<file path="config.mk">
export PLATFORM = sky130hd
export DESIGN_NAME = wb_stage_flat
export DESIGN_NICKNAME = d
export VERILOG_FILES = /design/src/rv32i_types_pkg.sv /design/src/mem_wb_if.sv /design/src/wb_stage.sv /design/src/flat_wrapper.sv
export SDC_FILE = /design/constraint.sdc
export NUM_CORES = 1
export LEC_CHECK = 0
export ABC_AREA = 0
export ABC_CLOCK_PERIOD_IN_PS = 5900
export BUFFER_PORTS_ARGS = -buffer_cell sky130_fd_sc_hd__buf_2
export CORE_MARGIN = 10
export CORE_UTILIZATION = 40
export DETAILED_ROUTE_END_ITERATION = 8
export GPL_TIMING_DRIVEN = 0
export PLACE_DENSITY = 0.93
export SYNTH_ARGS = -nofsm -noshare
export SYNTH_HDL_FRONTEND = slang
export SYNTH_SLANG_ARGS = --single-unit
</file>
<file path="constraint.sdc">
create_clock -name vclk -period 5.9
set_clock_uncertainty 0.05 [all_clocks]
set_input_delay 1.18 -clock vclk [all_inputs]
set_output_delay 1.18 -clock vclk [all_outputs]
set_load 0.02 [all_outputs]
</file>
<file path="src/rv32i_types_pkg.sv">
package rv32i_types_pkg;

    // memory timing and geometry
    localparam int MEM_WAIT_CYCLES = 3;
    localparam int DMEM_WORDS      = 256;

    // the wait counter only ever holds MEM_WAIT_CYCLES-1 down to zero
    localparam int WAIT_CNT_W = (MEM_WAIT_CYCLES > 1) ? $clog2(MEM_WAIT_CYCLES) : 1;

    // basic datapath types
    typedef logic [31:0] rv32i_word;
    typedef logic [4:0]  reg_addr_t;

    // register file write source
    typedef enum logic [3:0] {
        alu_out  = 4'd0,
        br_en    = 4'd1,
        u_imm    = 4'd2,
        lw       = 4'd3,
        pc_plus4 = 4'd4,
        lh       = 4'd5,
        lhu      = 4'd6,
        lb       = 4'd7,
        lbu      = 4'd8
    } regfilemux_sel_t;

    // store width, same encoding as funct3
    typedef enum logic [1:0] {
        sb = 2'b00,
        sh = 2'b01,
        sw = 2'b10
    } store_size_t;

    // control bits that survive into the memory and writeback back end
    typedef struct packed {
        regfilemux_sel_t regfilemux_sel;
        logic            load_regfile;
        logic            mem_read;
        logic            mem_write;
        store_size_t     store_size;
    } rv32i_control_word;

    // sequencer states
    typedef enum logic [2:0] {
        IDLE      = 3'd0,
        WAIT      = 3'd1,
        ACCESS    = 3'd2,
        WRITEBACK = 3'd3,
        ERROR     = 3'd4
    } seq_state_t;

endpackage

</file>
<file path="src/mem_wb_if.sv">
`timescale 1ns/1ps

// one finished operation on its way to writeback
interface mem_wb_if;
    import rv32i_types_pkg::*;

    rv32i_control_word ctrl;
    reg_addr_t         rd;
    // alu result, also the data address
    rv32i_word         alu_out;
    rv32i_word         pc;
    rv32i_word         u_imm;
    logic              br_en;
    rv32i_word         mem_rdata;

    // sequencer holds the latched operation
    modport seq (
        output ctrl,
        output rd,
        output alu_out,
        output pc,
        output u_imm,
        output br_en
    );

    // data memory returns the addressed word
    modport mem (
        output mem_rdata
    );

    modport wb (
        input ctrl,
        input rd,
        input alu_out,
        input pc,
        input u_imm,
        input br_en,
        input mem_rdata
    );

endinterface

</file>
<file path="src/wb_stage.sv">
`timescale 1ns/1ps

module wb_stage (
    mem_wb_if.wb                        bus,
    output rv32i_types_pkg::reg_addr_t  wb_rd_o,
    output rv32i_types_pkg::rv32i_word  wb_data_o,
    output logic                        load_regfile_o
);
    import rv32i_types_pkg::*;

    logic [7:0]  byte_lane;
    logic [15:0] half_lane;

    // lane pick by byte offset
    always_comb begin
        case (bus.alu_out[1:0])
            2'b00:   byte_lane = bus.mem_rdata[7:0];
            2'b01:   byte_lane = bus.mem_rdata[15:8];
            2'b10:   byte_lane = bus.mem_rdata[23:16];
            default: byte_lane = bus.mem_rdata[31:24];
        endcase
    end

    // halfwords are 2-aligned here, bit 1 picks the half
    assign half_lane = bus.alu_out[1] ? bus.mem_rdata[31:16] : bus.mem_rdata[15:0];

    always_comb begin
        unique case (bus.ctrl.regfilemux_sel)
            alu_out: begin
                wb_data_o = bus.alu_out;
            end
            br_en: begin
                wb_data_o = {31'b0, bus.br_en};
            end
            u_imm: begin
                wb_data_o = bus.u_imm;
            end
            lw: begin
                wb_data_o = bus.mem_rdata;
            end
            pc_plus4: begin
                wb_data_o = bus.pc + 32'd4;
            end
            lh: begin
                wb_data_o = {{16{half_lane[15]}}, half_lane};
            end
            lhu: begin
                wb_data_o = {16'h0000, half_lane};
            end
            lb: begin
                wb_data_o = {{24{byte_lane[7]}}, byte_lane};
            end
            lbu: begin
                wb_data_o = {24'h000000, byte_lane};
            end
            default: begin
                wb_data_o = bus.alu_out;
            end
        endcase
    end

    assign wb_rd_o        = bus.rd;
    assign load_regfile_o = bus.ctrl.load_regfile;

endmodule
</file>
<file path="src/flat_wrapper.sv">
// flat-port wrapper written by rule: the top's interface ports become plain ports
module wb_stage_flat import rv32i_types_pkg::*;
  (wb_rd_o, wb_data_o, load_regfile_o, bus_ctrl, bus_rd, bus_alu_out, bus_pc, bus_u_imm, bus_br_en, bus_mem_rdata);
  mem_wb_if bus_i ();
  output rv32i_types_pkg::reg_addr_t wb_rd_o;
  output rv32i_types_pkg::rv32i_word wb_data_o;
  output logic load_regfile_o;
  input wire logic [$bits(bus_i.ctrl)-1:0] bus_ctrl;
  input wire logic [$bits(bus_i.rd)-1:0] bus_rd;
  input wire logic [$bits(bus_i.alu_out)-1:0] bus_alu_out;
  input wire logic [$bits(bus_i.pc)-1:0] bus_pc;
  input wire logic [$bits(bus_i.u_imm)-1:0] bus_u_imm;
  input wire logic [$bits(bus_i.br_en)-1:0] bus_br_en;
  input wire logic [$bits(bus_i.mem_rdata)-1:0] bus_mem_rdata;
  assign bus_i.ctrl = bus_ctrl;
  assign bus_i.rd = bus_rd;
  assign bus_i.alu_out = bus_alu_out;
  assign bus_i.pc = bus_pc;
  assign bus_i.u_imm = bus_u_imm;
  assign bus_i.br_en = bus_br_en;
  assign bus_i.mem_rdata = bus_mem_rdata;
  wb_stage u_core (.bus(bus_i), .wb_rd_o(wb_rd_o), .wb_data_o(wb_data_o), .load_regfile_o(load_regfile_o));
endmodule
</file>
==> results.md <==
- The critical path capture point type is a primary output.
- In the synthesized netlist, the number of instances is ~310.
- The sum of routed wire length over all layers is 11600 um.
- For this run, the register share of the synthesized area comes to 0%.
- The worst min-delay path class is primary input to primary output.
- The leading area contributor after synthesis is mux2i_1.
- The global placement routability congestion is 0.966.
- After synthesis, the cell types taking the most area are mux2i_1 12%, mux4_2 8.3%, xnor2_1 7.7%.
- Counting instances, the worst hold path has a depth of 2.
- Summing internal, switching and leakage power gives 0.279 mW.
- In this design, the stage delay of the slowest critical-path cell is 600 ps.
- In the post-synthesis netlist, the cell with the most instances is nand2_1.
- The die is 93.6 um wide.
- The maximum clock rate is 0.216 GHz.
- Once the clock tree was built, the setup fixing pass inserted 0 buffers.
- The via count of the first global-routing pass is roughly 3400.
- After detailed routing, the number of vias per cell comes to 6.19.
- The analysis attributes to cell leakage a power of 1.40 nW.
- The critical path crosses 8 cells after its start point.
- The number of warnings printed during yosys synthesis is 0.
- The slew at the pin closest to its max-slew limit is 1050 ps.
- The endpoint arrival time on the critical path is 3410 ps.
- The number of failing setup endpoints in the final timing report is 0.
- The maximum fanout along the worst path is 10.
- The DRC violation count after routing is 0.
- The final count of hold timing violations is 0.
- In the finished layout, the clock tree contains a buffer count of 0.
- The number of hold buffers added after CTS was 0.
- The floorplan step set the die height to ~94 um.
- STA puts the critical path data required time at 4670 ps.
- The die covers 8750 sq um.
- The path with the worst hold slack has its endpoint at wb_rd_o[0].
- The routed length per instance is 21.2 um.
- The pin count of the biggest net entering global routing is 11.
- The fraction of layout cells with a size suffix above 1 is between 40 and 50%.
- The antenna cell count is 0.
- The slowest stage of the critical path is the clkbuf_1 cell.
- Setup repair after global routing left no endpoint under its margin.
- The register cell area after layout is 0 sq um.
- With fillers left out, the area of the finished cells amounts to 3090 sq um.
- The worst-case headroom to the max-slew limit is 29.1%.
- IR analysis of the VDD net gives a maximum drop of 0.0464 mV.
- The layout has 514 filler cells.
- The critical path is of the primary input to primary output type.
- The share of synthesized area in the top cell type comes to 11.6%.
- The buffering stage count on the worst path with inverters included is 4.
- The synthesis-to-layout area growth is 42.7%.
- There are 0 flip-flops and latches.
- The synthesized netlist contains a little over 50 unique library cells.
- The launch instance of the worst min-delay path is bus_rd[0].
- The synthesized area divided by synthesized cell count is 6.96 sq um.
- In this run the remaining antenna-violating nets after routing total 0.
- The final net count is 624.
- For this block, the via count after detailed routing is 3391.
- In the synthesized netlist, the cells that appear most often are 29 x nand2_1, 26 x nor2_1, 26 x o21ai_0.
- The core box area is 5170 sq um.
- The accumulated negative setup slack is 0 ps.
- The number of DRC markers after the initial detailed-route iteration is 420.
- The first global-routing pass estimated 17300 um of wire.
- The global-route usage over all layers is a little under a quarter.
- The placed wire-length estimate is between 9000 and 10000 um.
- The critical path goes through buf_2 -> clkbuf_1 -> clkbuf_1 -> mux2i_1 -> o22ai_1 -> a221oi_1 -> o21ai_0 -> buf_2.
- The initial antenna violation count is 0.
- The total power density per cell area is between 90 and 100 nW/um^2.
- The cell class contributing the biggest share of worst-path delay is buffers and inverters.
- The summed instance area of the synthesized netlist is 2160 sq um.
- The type of origin of the critical path is a primary input.
- The total nets after synthesis is 455.
- The tool flagged a number of max-cap violations equal to 0.
- Row generation in the floorplan step produced 26 rows.
- Summing all placed instances gives a cell area of 3090 sq um.
- The ratio of final minimum period to clock period is 78.6%.
- The initial utilization of the core area, before any placement, comes to 41.8%.
- The flow ran to the end, and the final reports show no timing, DRC or antenna violations.
- The first detailed-routing pass took 6 iterations.
- The number of I/O pins is about 180.
- The shortest clock period the worst path allows after layout is 4640 ps.
- The count of cells resized by post-cts repair is 0.
- The total congestion overflow is 0.
- The number of pins exceeding their max-slew limit in the final report was 0.
- During placement, the flow inserted port buffers numbering 167.
- Cells fill 59.7% of the core in the end.
power breakdown:
| group | switching (mW) | internal [mW] | total [mW] |
|---|---|---|---|
| logic | 0.165 | 0.114 | 0.279 |
| clock network | 0 | 0 | 0 |
| registers | 0 | 0 | 0 |
cell type report:
cell class	count	area [sq um]	share of cell area, %
Inverter	10	37.5	1.22
Buffer	32	151	4.90
Tap cell	70	87.6	2.84
Multi-Input combinational cell	269	1980	64.0
Timing Repair Buffer	167	836	27.1
per-layer routing:
layer	up-vias	GRT usage [%]	routed length, um
met5	-	0	0
met2	260	41.8	5630
met3	38	5.12	1300
met1	1553	29.0	4330
met4	0	5.95	348
li1	1540	-	-
how the worst max path moves through the flow:
| stage | startpoint | end | slack, ps |
|---|---|---|---|
| 2_1_floorplan | bus_alu_out[1] | wb_data_o[5] | 1750 |
| 3_3_place_gp | bus_ctrl[5] | wb_data_o[7] | 1340 |
| 3_5_place_dp | bus_ctrl[5] | wb_data_o[7] | 1310 |
| 4_1_cts | bus_ctrl[5] | wb_data_o[7] | 1310 |
| 5_1_grt | bus_ctrl[5] | wb_data_o[7] | 1120 |
| 6_report | bus_ctrl[5] | wb_data_o[7] | 1260 |
placed cells by master (no fill, tap or decap), types with 7 or more instances in the layout:
master and count:
buf_4 7, o21ai_0 26, clkbuf_1 20, xnor2_1 19
o22ai_1 13, mux4_2 8, a21oi_1 9, nor2_1 26
inv_1 10, nand2_1 29, nor3_1 10, buf_2 171
mux2i_1 25, xor2_1 11, nand3_1 9
cells by family after synthesis:
kind of cell / Yosys count / share of synthesized area, %
compound gates: 93 / 29.2
xor+xnor: 30 / 12.1
fa+ha+maj: 1 / 0.578
buf+inv: 42 / 8.73
mux: 34 / 20.4
simple gates: 111 / 28.9
stage by stage:
step                      setup slack [ps]  hold slack [ps]  std cells
after detailed placement              1310             2530        548
after global routing                  1120             2530        548
after global placement                1340             2530        548
after floorplan                       1750             2420        311
after CTS                             1310             2530        548
final                                 1260             2530        548
No activity file was read; power rests on OpenSTA's default activity.
