File: src/rv32i_types_pkg.sv
package rv32i_types_pkg;

    // memory timing and geometry
    localparam int MEM_WAIT_CYCLES = 3;
    localparam int DMEM_WORDS      = 256;

    // the wait counter only ever holds MEM_WAIT_CYCLES-1 down to zero
    localparam int WAIT_CNT_W = (MEM_WAIT_CYCLES > 1) ? $clog2(MEM_WAIT_CYCLES) : 1;

    // basic datapath types
    typedef logic [31:0] rv32i_word;
    typedef logic [4:0]  reg_addr_t;

    // register file write source
    typedef enum logic [3:0] {
        alu_out  = 4'd0,
        br_en    = 4'd1,
        u_imm    = 4'd2,
        lw       = 4'd3,
        pc_plus4 = 4'd4,
        lh       = 4'd5,
        lhu      = 4'd6,
        lb       = 4'd7,
        lbu      = 4'd8
    } regfilemux_sel_t;

    // store width, same encoding as funct3
    typedef enum logic [1:0] {
        sb = 2'b00,
        sh = 2'b01,
        sw = 2'b10
    } store_size_t;

    // control bits that survive into the memory and writeback back end
    typedef struct packed {
        regfilemux_sel_t regfilemux_sel;
        logic            load_regfile;
        logic            mem_read;
        logic            mem_write;
        store_size_t     store_size;
    } rv32i_control_word;

    // sequencer states
    typedef enum logic [2:0] {
        IDLE      = 3'd0,
        WAIT      = 3'd1,
        ACCESS    = 3'd2,
        WRITEBACK = 3'd3,
        ERROR     = 3'd4
    } seq_state_t;

endpackage

File: src/mem_wb_if.sv
`timescale 1ns/1ps

// one finished operation on its way to writeback
interface mem_wb_if;
    import rv32i_types_pkg::*;

    rv32i_control_word ctrl;
    reg_addr_t         rd;
    // alu result, also the data address
    rv32i_word         alu_out;
    rv32i_word         pc;
    rv32i_word         u_imm;
    logic              br_en;
    rv32i_word         mem_rdata;

    // sequencer holds the latched operation
    modport seq (
        output ctrl,
        output rd,
        output alu_out,
        output pc,
        output u_imm,
        output br_en
    );

    // data memory returns the addressed word
    modport mem (
        output mem_rdata
    );

    modport wb (
        input ctrl,
        input rd,
        input alu_out,
        input pc,
        input u_imm,
        input br_en,
        input mem_rdata
    );

endinterface

File: src/mem_seq_fsm.sv
`timescale 1ns/1ps

module mem_seq_fsm (
    input  logic                               clk,
    input  logic                               rst_i,
    input  logic                               issue_i,
    input  rv32i_types_pkg::rv32i_control_word op_ctrl_i,
    input  rv32i_types_pkg::reg_addr_t         op_rd_i,
    input  rv32i_types_pkg::rv32i_word         op_alu_out_i,
    input  rv32i_types_pkg::rv32i_word         op_pc_i,
    input  rv32i_types_pkg::rv32i_word         op_u_imm_i,
    input  logic                               op_br_en_i,
    input  rv32i_types_pkg::rv32i_word         op_store_data_i,
    input  logic                               cnt_done_i,
    output logic                               cnt_load_o,
    output logic                               mem_we_o,
    output logic [3:0]                         mem_be_o,
    output rv32i_types_pkg::rv32i_word         mem_wdata_o,
    output logic                               wb_valid_o,
    output logic                               err_o,
    output logic                               busy_o,
    mem_wb_if.seq                              seq
);
    import rv32i_types_pkg::*;

    seq_state_t state_q;
    seq_state_t state_d;
    logic       accept;
    logic       is_mem;
    logic       is_half;
    logic       is_word;
    logic       misaligned;
    rv32i_word  store_data_q;

    assign accept = issue_i && (state_q == IDLE);
    assign is_mem = op_ctrl_i.mem_read || op_ctrl_i.mem_write;

    // access size: loads by mux select, stores by store size
    always_comb begin
        is_half = 1'b0;
        is_word = 1'b0;
        if (op_ctrl_i.mem_read) begin
            is_half = (op_ctrl_i.regfilemux_sel == lh) || (op_ctrl_i.regfilemux_sel == lhu);
            is_word = (op_ctrl_i.regfilemux_sel == lw);
        end else if (op_ctrl_i.mem_write) begin
            is_half = (op_ctrl_i.store_size == sh);
            is_word = (op_ctrl_i.store_size == sw);
        end
    end

    assign misaligned = (is_half && op_alu_out_i[0])
                     || (is_word && (op_alu_out_i[1:0] != 2'b00));

    always_comb begin
        state_d = state_q;
        case (state_q)
            IDLE: begin
                if (accept) begin
                    if (!is_mem) begin
                        state_d = WRITEBACK;
                    end else if (misaligned) begin
                        state_d = ERROR;
                    end else begin
                        state_d = WAIT;
                    end
                end
            end
            WAIT: begin
                if (cnt_done_i) begin
                    state_d = ACCESS;
                end
            end
            ACCESS:    state_d = WRITEBACK;
            WRITEBACK: state_d = IDLE;
            ERROR:     state_d = IDLE;
            default:   state_d = IDLE;
        endcase
    end

    always_ff @(posedge clk) begin
        if (rst_i) begin
            state_q  <= IDLE;
            seq.ctrl <= '0;
        end else begin
            state_q <= state_d;
            if (accept) begin
                seq.ctrl <= op_ctrl_i;
            end
        end
    end

    // operation payload, held until the op retires
    always_ff @(posedge clk) begin
        if (accept) begin
            seq.rd       <= op_rd_i;
            seq.alu_out  <= op_alu_out_i;
            seq.pc       <= op_pc_i;
            seq.u_imm    <= op_u_imm_i;
            seq.br_en    <= op_br_en_i;
            store_data_q <= op_store_data_i;
        end
    end

    // byte strobes follow the low address bits
    always_comb begin
        case (seq.ctrl.store_size)
            sb:      mem_be_o = 4'b0001 << seq.alu_out[1:0];
            sh:      mem_be_o = 4'b0011 << seq.alu_out[1:0];
            default: mem_be_o = 4'b1111;
        endcase
    end

    // move store data up into its lane
    assign mem_wdata_o = store_data_q << {seq.alu_out[1:0], 3'b000};

    assign cnt_load_o = accept && is_mem && !misaligned;
    assign mem_we_o   = (state_q == ACCESS) && seq.ctrl.mem_write;
    assign wb_valid_o = (state_q == WRITEBACK);
    assign err_o      = (state_q == ERROR);
    assign busy_o     = (state_q != IDLE);

    // an op retires exactly once, either committed or flagged
    assert property (@(posedge clk) disable iff (rst_i) !(wb_valid_o && err_o))
        else $error("wb_valid_o and err_o together in state %s", state_q.name());
    assert property (@(posedge clk) disable iff (rst_i) wb_valid_o |=> !wb_valid_o)
        else $error("wb_valid_o held two cycles, now in state %s", state_q.name());
    assert property (@(posedge clk) disable iff (rst_i) err_o |=> !err_o)
        else $error("err_o held two cycles, now in state %s", state_q.name());

endmodule

File: src/flat_wrapper.sv
// flat-port wrapper written by rule: the top's interface ports become plain ports
module mem_seq_fsm_flat import rv32i_types_pkg::*;
  (clk, rst_i, issue_i, op_ctrl_i, op_rd_i, op_alu_out_i, op_pc_i, op_u_imm_i, op_br_en_i, op_store_data_i, cnt_done_i, cnt_load_o, mem_we_o, mem_be_o, mem_wdata_o, wb_valid_o, err_o, busy_o, seq_ctrl, seq_rd, seq_alu_out, seq_pc, seq_u_imm, seq_br_en);
  mem_wb_if seq_i ();
  input  logic clk;
  input  logic rst_i;
  input  logic issue_i;
  input  rv32i_types_pkg::rv32i_control_word op_ctrl_i;
  input  rv32i_types_pkg::reg_addr_t op_rd_i;
  input  rv32i_types_pkg::rv32i_word op_alu_out_i;
  input  rv32i_types_pkg::rv32i_word op_pc_i;
  input  rv32i_types_pkg::rv32i_word op_u_imm_i;
  input  logic op_br_en_i;
  input  rv32i_types_pkg::rv32i_word op_store_data_i;
  input  logic cnt_done_i;
  output logic cnt_load_o;
  output logic mem_we_o;
  output logic [3:0] mem_be_o;
  output rv32i_types_pkg::rv32i_word mem_wdata_o;
  output logic wb_valid_o;
  output logic err_o;
  output logic busy_o;
  output wire logic [$bits(seq_i.ctrl)-1:0] seq_ctrl;
  output wire logic [$bits(seq_i.rd)-1:0] seq_rd;
  output wire logic [$bits(seq_i.alu_out)-1:0] seq_alu_out;
  output wire logic [$bits(seq_i.pc)-1:0] seq_pc;
  output wire logic [$bits(seq_i.u_imm)-1:0] seq_u_imm;
  output wire logic [$bits(seq_i.br_en)-1:0] seq_br_en;
  assign seq_ctrl = seq_i.ctrl;
  assign seq_rd = seq_i.rd;
  assign seq_alu_out = seq_i.alu_out;
  assign seq_pc = seq_i.pc;
  assign seq_u_imm = seq_i.u_imm;
  assign seq_br_en = seq_i.br_en;
  mem_seq_fsm u_core (.clk(clk), .rst_i(rst_i), .issue_i(issue_i), .op_ctrl_i(op_ctrl_i), .op_rd_i(op_rd_i), .op_alu_out_i(op_alu_out_i), .op_pc_i(op_pc_i), .op_u_imm_i(op_u_imm_i), .op_br_en_i(op_br_en_i), .op_store_data_i(op_store_data_i), .cnt_done_i(cnt_done_i), .cnt_load_o(cnt_load_o), .mem_we_o(mem_we_o), .mem_be_o(mem_be_o), .mem_wdata_o(mem_wdata_o), .wb_valid_o(wb_valid_o), .err_o(err_o), .busy_o(busy_o), .seq(seq_i));
endmodule
File: config.mk
export PLATFORM = sky130hd
export DESIGN_NAME = mem_seq_fsm_flat
export DESIGN_NICKNAME = d
export VERILOG_FILES = /design/src/rv32i_types_pkg.sv /design/src/mem_wb_if.sv /design/src/mem_seq_fsm.sv /design/src/flat_wrapper.sv
export SDC_FILE = /design/constraint.sdc
export NUM_CORES = 1
export LEC_CHECK = 0
export CAP_MARGIN = 15
export CORE_AREA = 3 3 115 117
export CTS_CLUSTER_DIAMETER = 200
export DETAILED_ROUTE_END_ITERATION = 10
export DIE_AREA = 0 0 118 120
export DONT_BUFFER_PORTS = 1
export PLACE_DENSITY = 0.65
export SYNTH_ARGS = -nofsm -noshare
export SYNTH_HDL_FRONTEND = slang
export SYNTH_SLANG_ARGS = --single-unit
File: constraint.sdc
create_clock -name clk -period 4.05 [get_ports clk]
set_input_delay 0.6075 -clock clk [delete_from_list [all_inputs] [get_ports clk]]
set_output_delay 0.6075 -clock clk [all_outputs]
set_load 0.01 [all_outputs]
==> metrics <==
Least-Margin Pin Slew 0.7766 ns; CP required 3.44 ns; DR vias 2576; final hold violation count 0; GPL Wtd Cong 0.7800; status completed; Mapped Nets 440; Clock Latency Late Sink 0.40 ns; CP max FO 29; Syn Area/Cell 17.60 um^2; Post-CTS Hold Buffers 0; Port Buf Inserts 0; drt first pass iters 4; first-pass GRT wire length 16730 um; initial antenna violation count 4; vias in the first global route 2624; core area 0.01247 mm^2; Final ANT Viol Nets 0; htree depth 4; hold depth 1; share of layout cells above drive strength 1 0.1321; Post-CTS Setup Inserts 0; Setup CP Type reg -> out; Final Cycle Share 0.6180; Die Wd 118 um; grt ovf 0; nets@finish 452; clock slew at reported path FFs 0.07 ns; cell row count 41; R2R depth 4; Post-Route WL 12010 um; synth top area cells edfxtp_1 78%, dfxtp_1 4.7%, mux2i_1 3.1%; Max Slew Vio Count 0; DP HPWL 9366 um; drt wl/cell 24.50 um; layout overhead on the synthesized area 15.07%; Yosys top cell area share 0.7802; CTS buffer count 17; Cell variety after synth 38; peak supply drop 0.0003420 V; Design Area, Final 0.005934 mm^2; RSZ-0062 raised after global routing false; Post-Route Skew 0.005502 ns; root buffer cell clkbuf_16; Final min period 2.503 ns; DRC marker count from the first detailed-route iteration 126; crit start category flip-flop; # DRC 0; Fin Setup TNS 0 ns; Hold WS 0.2612 ns; Synth Instances 293; P_leak 1.994 nW; Max-cap violations 0; ant diodes 0; vias per cell 5.257; Synth area leader edfxtp_1; die height 120 um; GRT Overall Usage 0.1645; placed inst area 0.005345 mm^2; Final Setup Violations 0; number of sinks on the clock net 146; HP Class in -> reg; Ys Warns 0; deepest clock path buffer count 2; Slew HR 0.4823; register area share after synthesis 0.8268; Die ar. 0.01416 mm^2; Worst setup EP type output port; CTS tree done; WP data arrival 1.90 ns; post-synth design cell area 0.005157 mm^2; initial core utilization 0.4137; maximum clock rate 0.3996 GHz; synthesized flop and latch total 146; largest net degree at the start of global routing 95; Cell Pwr Density 612.2 mW/mm^2; I/O Pins 299; Resized cells post-CTS 0
==> cell type report <==
class | instances | area (um^2)
clock inverter | 14 | 160.2
clock buffer | 18 | 429.2
tap | 172 | 215.2
sequential | 146 | 4264
timing repair buffer | 4 | 30.03
multi-input combinational | 134 | 823.3
inverter | 2 | 12.51
fill | 1050 | 6531
==> cells by family after synthesis <==
| logic type | Yosys count | share of synthesized area |
|---|---|---|
| compound gates | 44 | 0.05216 |
| xor+xnor | 1 | 0.001699 |
| buf+inv | 13 | 0.01358 |
| flops | 146 | 0.8268 |
| mux | 16 | 0.03105 |
| simple gates | 73 | 0.07472 |
==> routing by layer <==
metal  vias to the layer above  global-route usage  part of all wire  wire length [um]
li1                       1140                   -                 -                 -
met1                      1226              0.1537              0.32              3848
met2                       170              0.2853              0.53              6388
met3                        32             0.09331              0.10              1233
met4                         8             0.08645             0.041               490
met5                         -                   0            0.0038                46
==> metrics by stage <==
stage | std cells | setup slack (ns) | power (mW) | utilization
2_1_floorplan | 293 | 1.425 | 2.105 | -
3_3_place_gp | 458 | 1.691 | 2.163 | 0.4288
3_5_place_dp | 458 | 1.642 | 2.174 | 0.4288
4_1_cts | 490 | 1.486 | 3.684 | 0.4761
5_1_grt | 490 | 1.381 | 3.771 | 0.4761
6_report | 490 | 1.547 | 3.633 | 0.4761
==> final timing paths <==
check	startpoint	end	slack [ns]
setup / recovery	u_core.seq.alu_out[0]	mem_wdata_o[0]	1.55
hold / removal	rst_i	u_core.seq.ctrl[5]	0.26
setup reg to reg	u_core.state_q[2]	u_core.store_data_q[22]	1.64
hold reg to reg	u_core.seq.ctrl[5]	u_core.seq.ctrl[5]	0.51
==> critical path: stages, from the launching register on <==
cell and delay [ns]:
edfxtp_1 0.57, buf_4 0.32, nor2_2 0.35, and2_1 0.24
==> where the power goes <==
part	internal [mW]	switching [mW]
Combinational	0.0542	0.153
Sequential	1.81	0.116
Clock	0.832	0.667
Total	2.70	0.937
==> cell usage in the layout (no fill, tap or decap), drive strengths merged <==
| cell | instances |
|---|---|
| edfxtp | 134 |
| nand2 | 28 |
| a21oi | 18 |
| clkbuf | 18 |
| mux2i | 16 |
| dfxtp | 12 |
| nor2 | 12 |
| inv | 12 |
| nor2b | 10 |
| and2 | 9 |
| o21ai | 9 |
| a211oi | 8 |
| buf | 4 |
| nand2b | 4 |
| clkinv | 4 |
| o22ai | 3 |
| nand4b | 2 |
| nor3 | 2 |
| a211o | 1 |
| o21bai | 1 |
| or2 | 1 |
| xnor2 | 1 |
| nand3b | 1 |
| nor3b | 1 |
| and4bb | 1 |
| and3b | 1 |
| a21boi | 1 |
| a2111oi | 1 |
| o31ai | 1 |
| o31a | 1 |
| nor4 | 1 |
==> registers in the layout, indices dropped and copies added (netlist names) <==
name / flops
u_core.seq.br_en: 1
u_core.seq.pc: 32
u_core.state_q: 3
u_core.seq.rd: 5
u_core.store_data_q: 32
u_core.seq.alu_out: 32
u_core.seq.ctrl: 9
u_core.seq.u_imm: 32
==> synth_stat cells <==
cell type and instances:
or2_1 1, o31ai_1 1, o21ai_1 7, dfxtp_1 12, nor3b_2 1, a211o_1 1
nor2b_1 10, buf_2 5, clkbuf_1 2, nand4b_1 2, nand2_1 28, nor3_1 1
nand3b_1 1, buf_4 2, mux2i_1 16, nor3_2 1, a21boi_1 1, o21bai_1 1
buf_1 1, o31a_1 1, nand2b_1 3, edfxtp_1 134, o22ai_1 3, and4bb_2 1
nor4_1 1, and2_1 9, and3b_1 1, o21ai_0 2, nor2_2 1, a2111oi_2 1
a211oi_1 8, xnor2_1 1, buf_6 1, inv_1 1, nand2b_2 1, nor2_1 11
inv_2 1, a21oi_1 18
(Power assumes the default switching activity.)
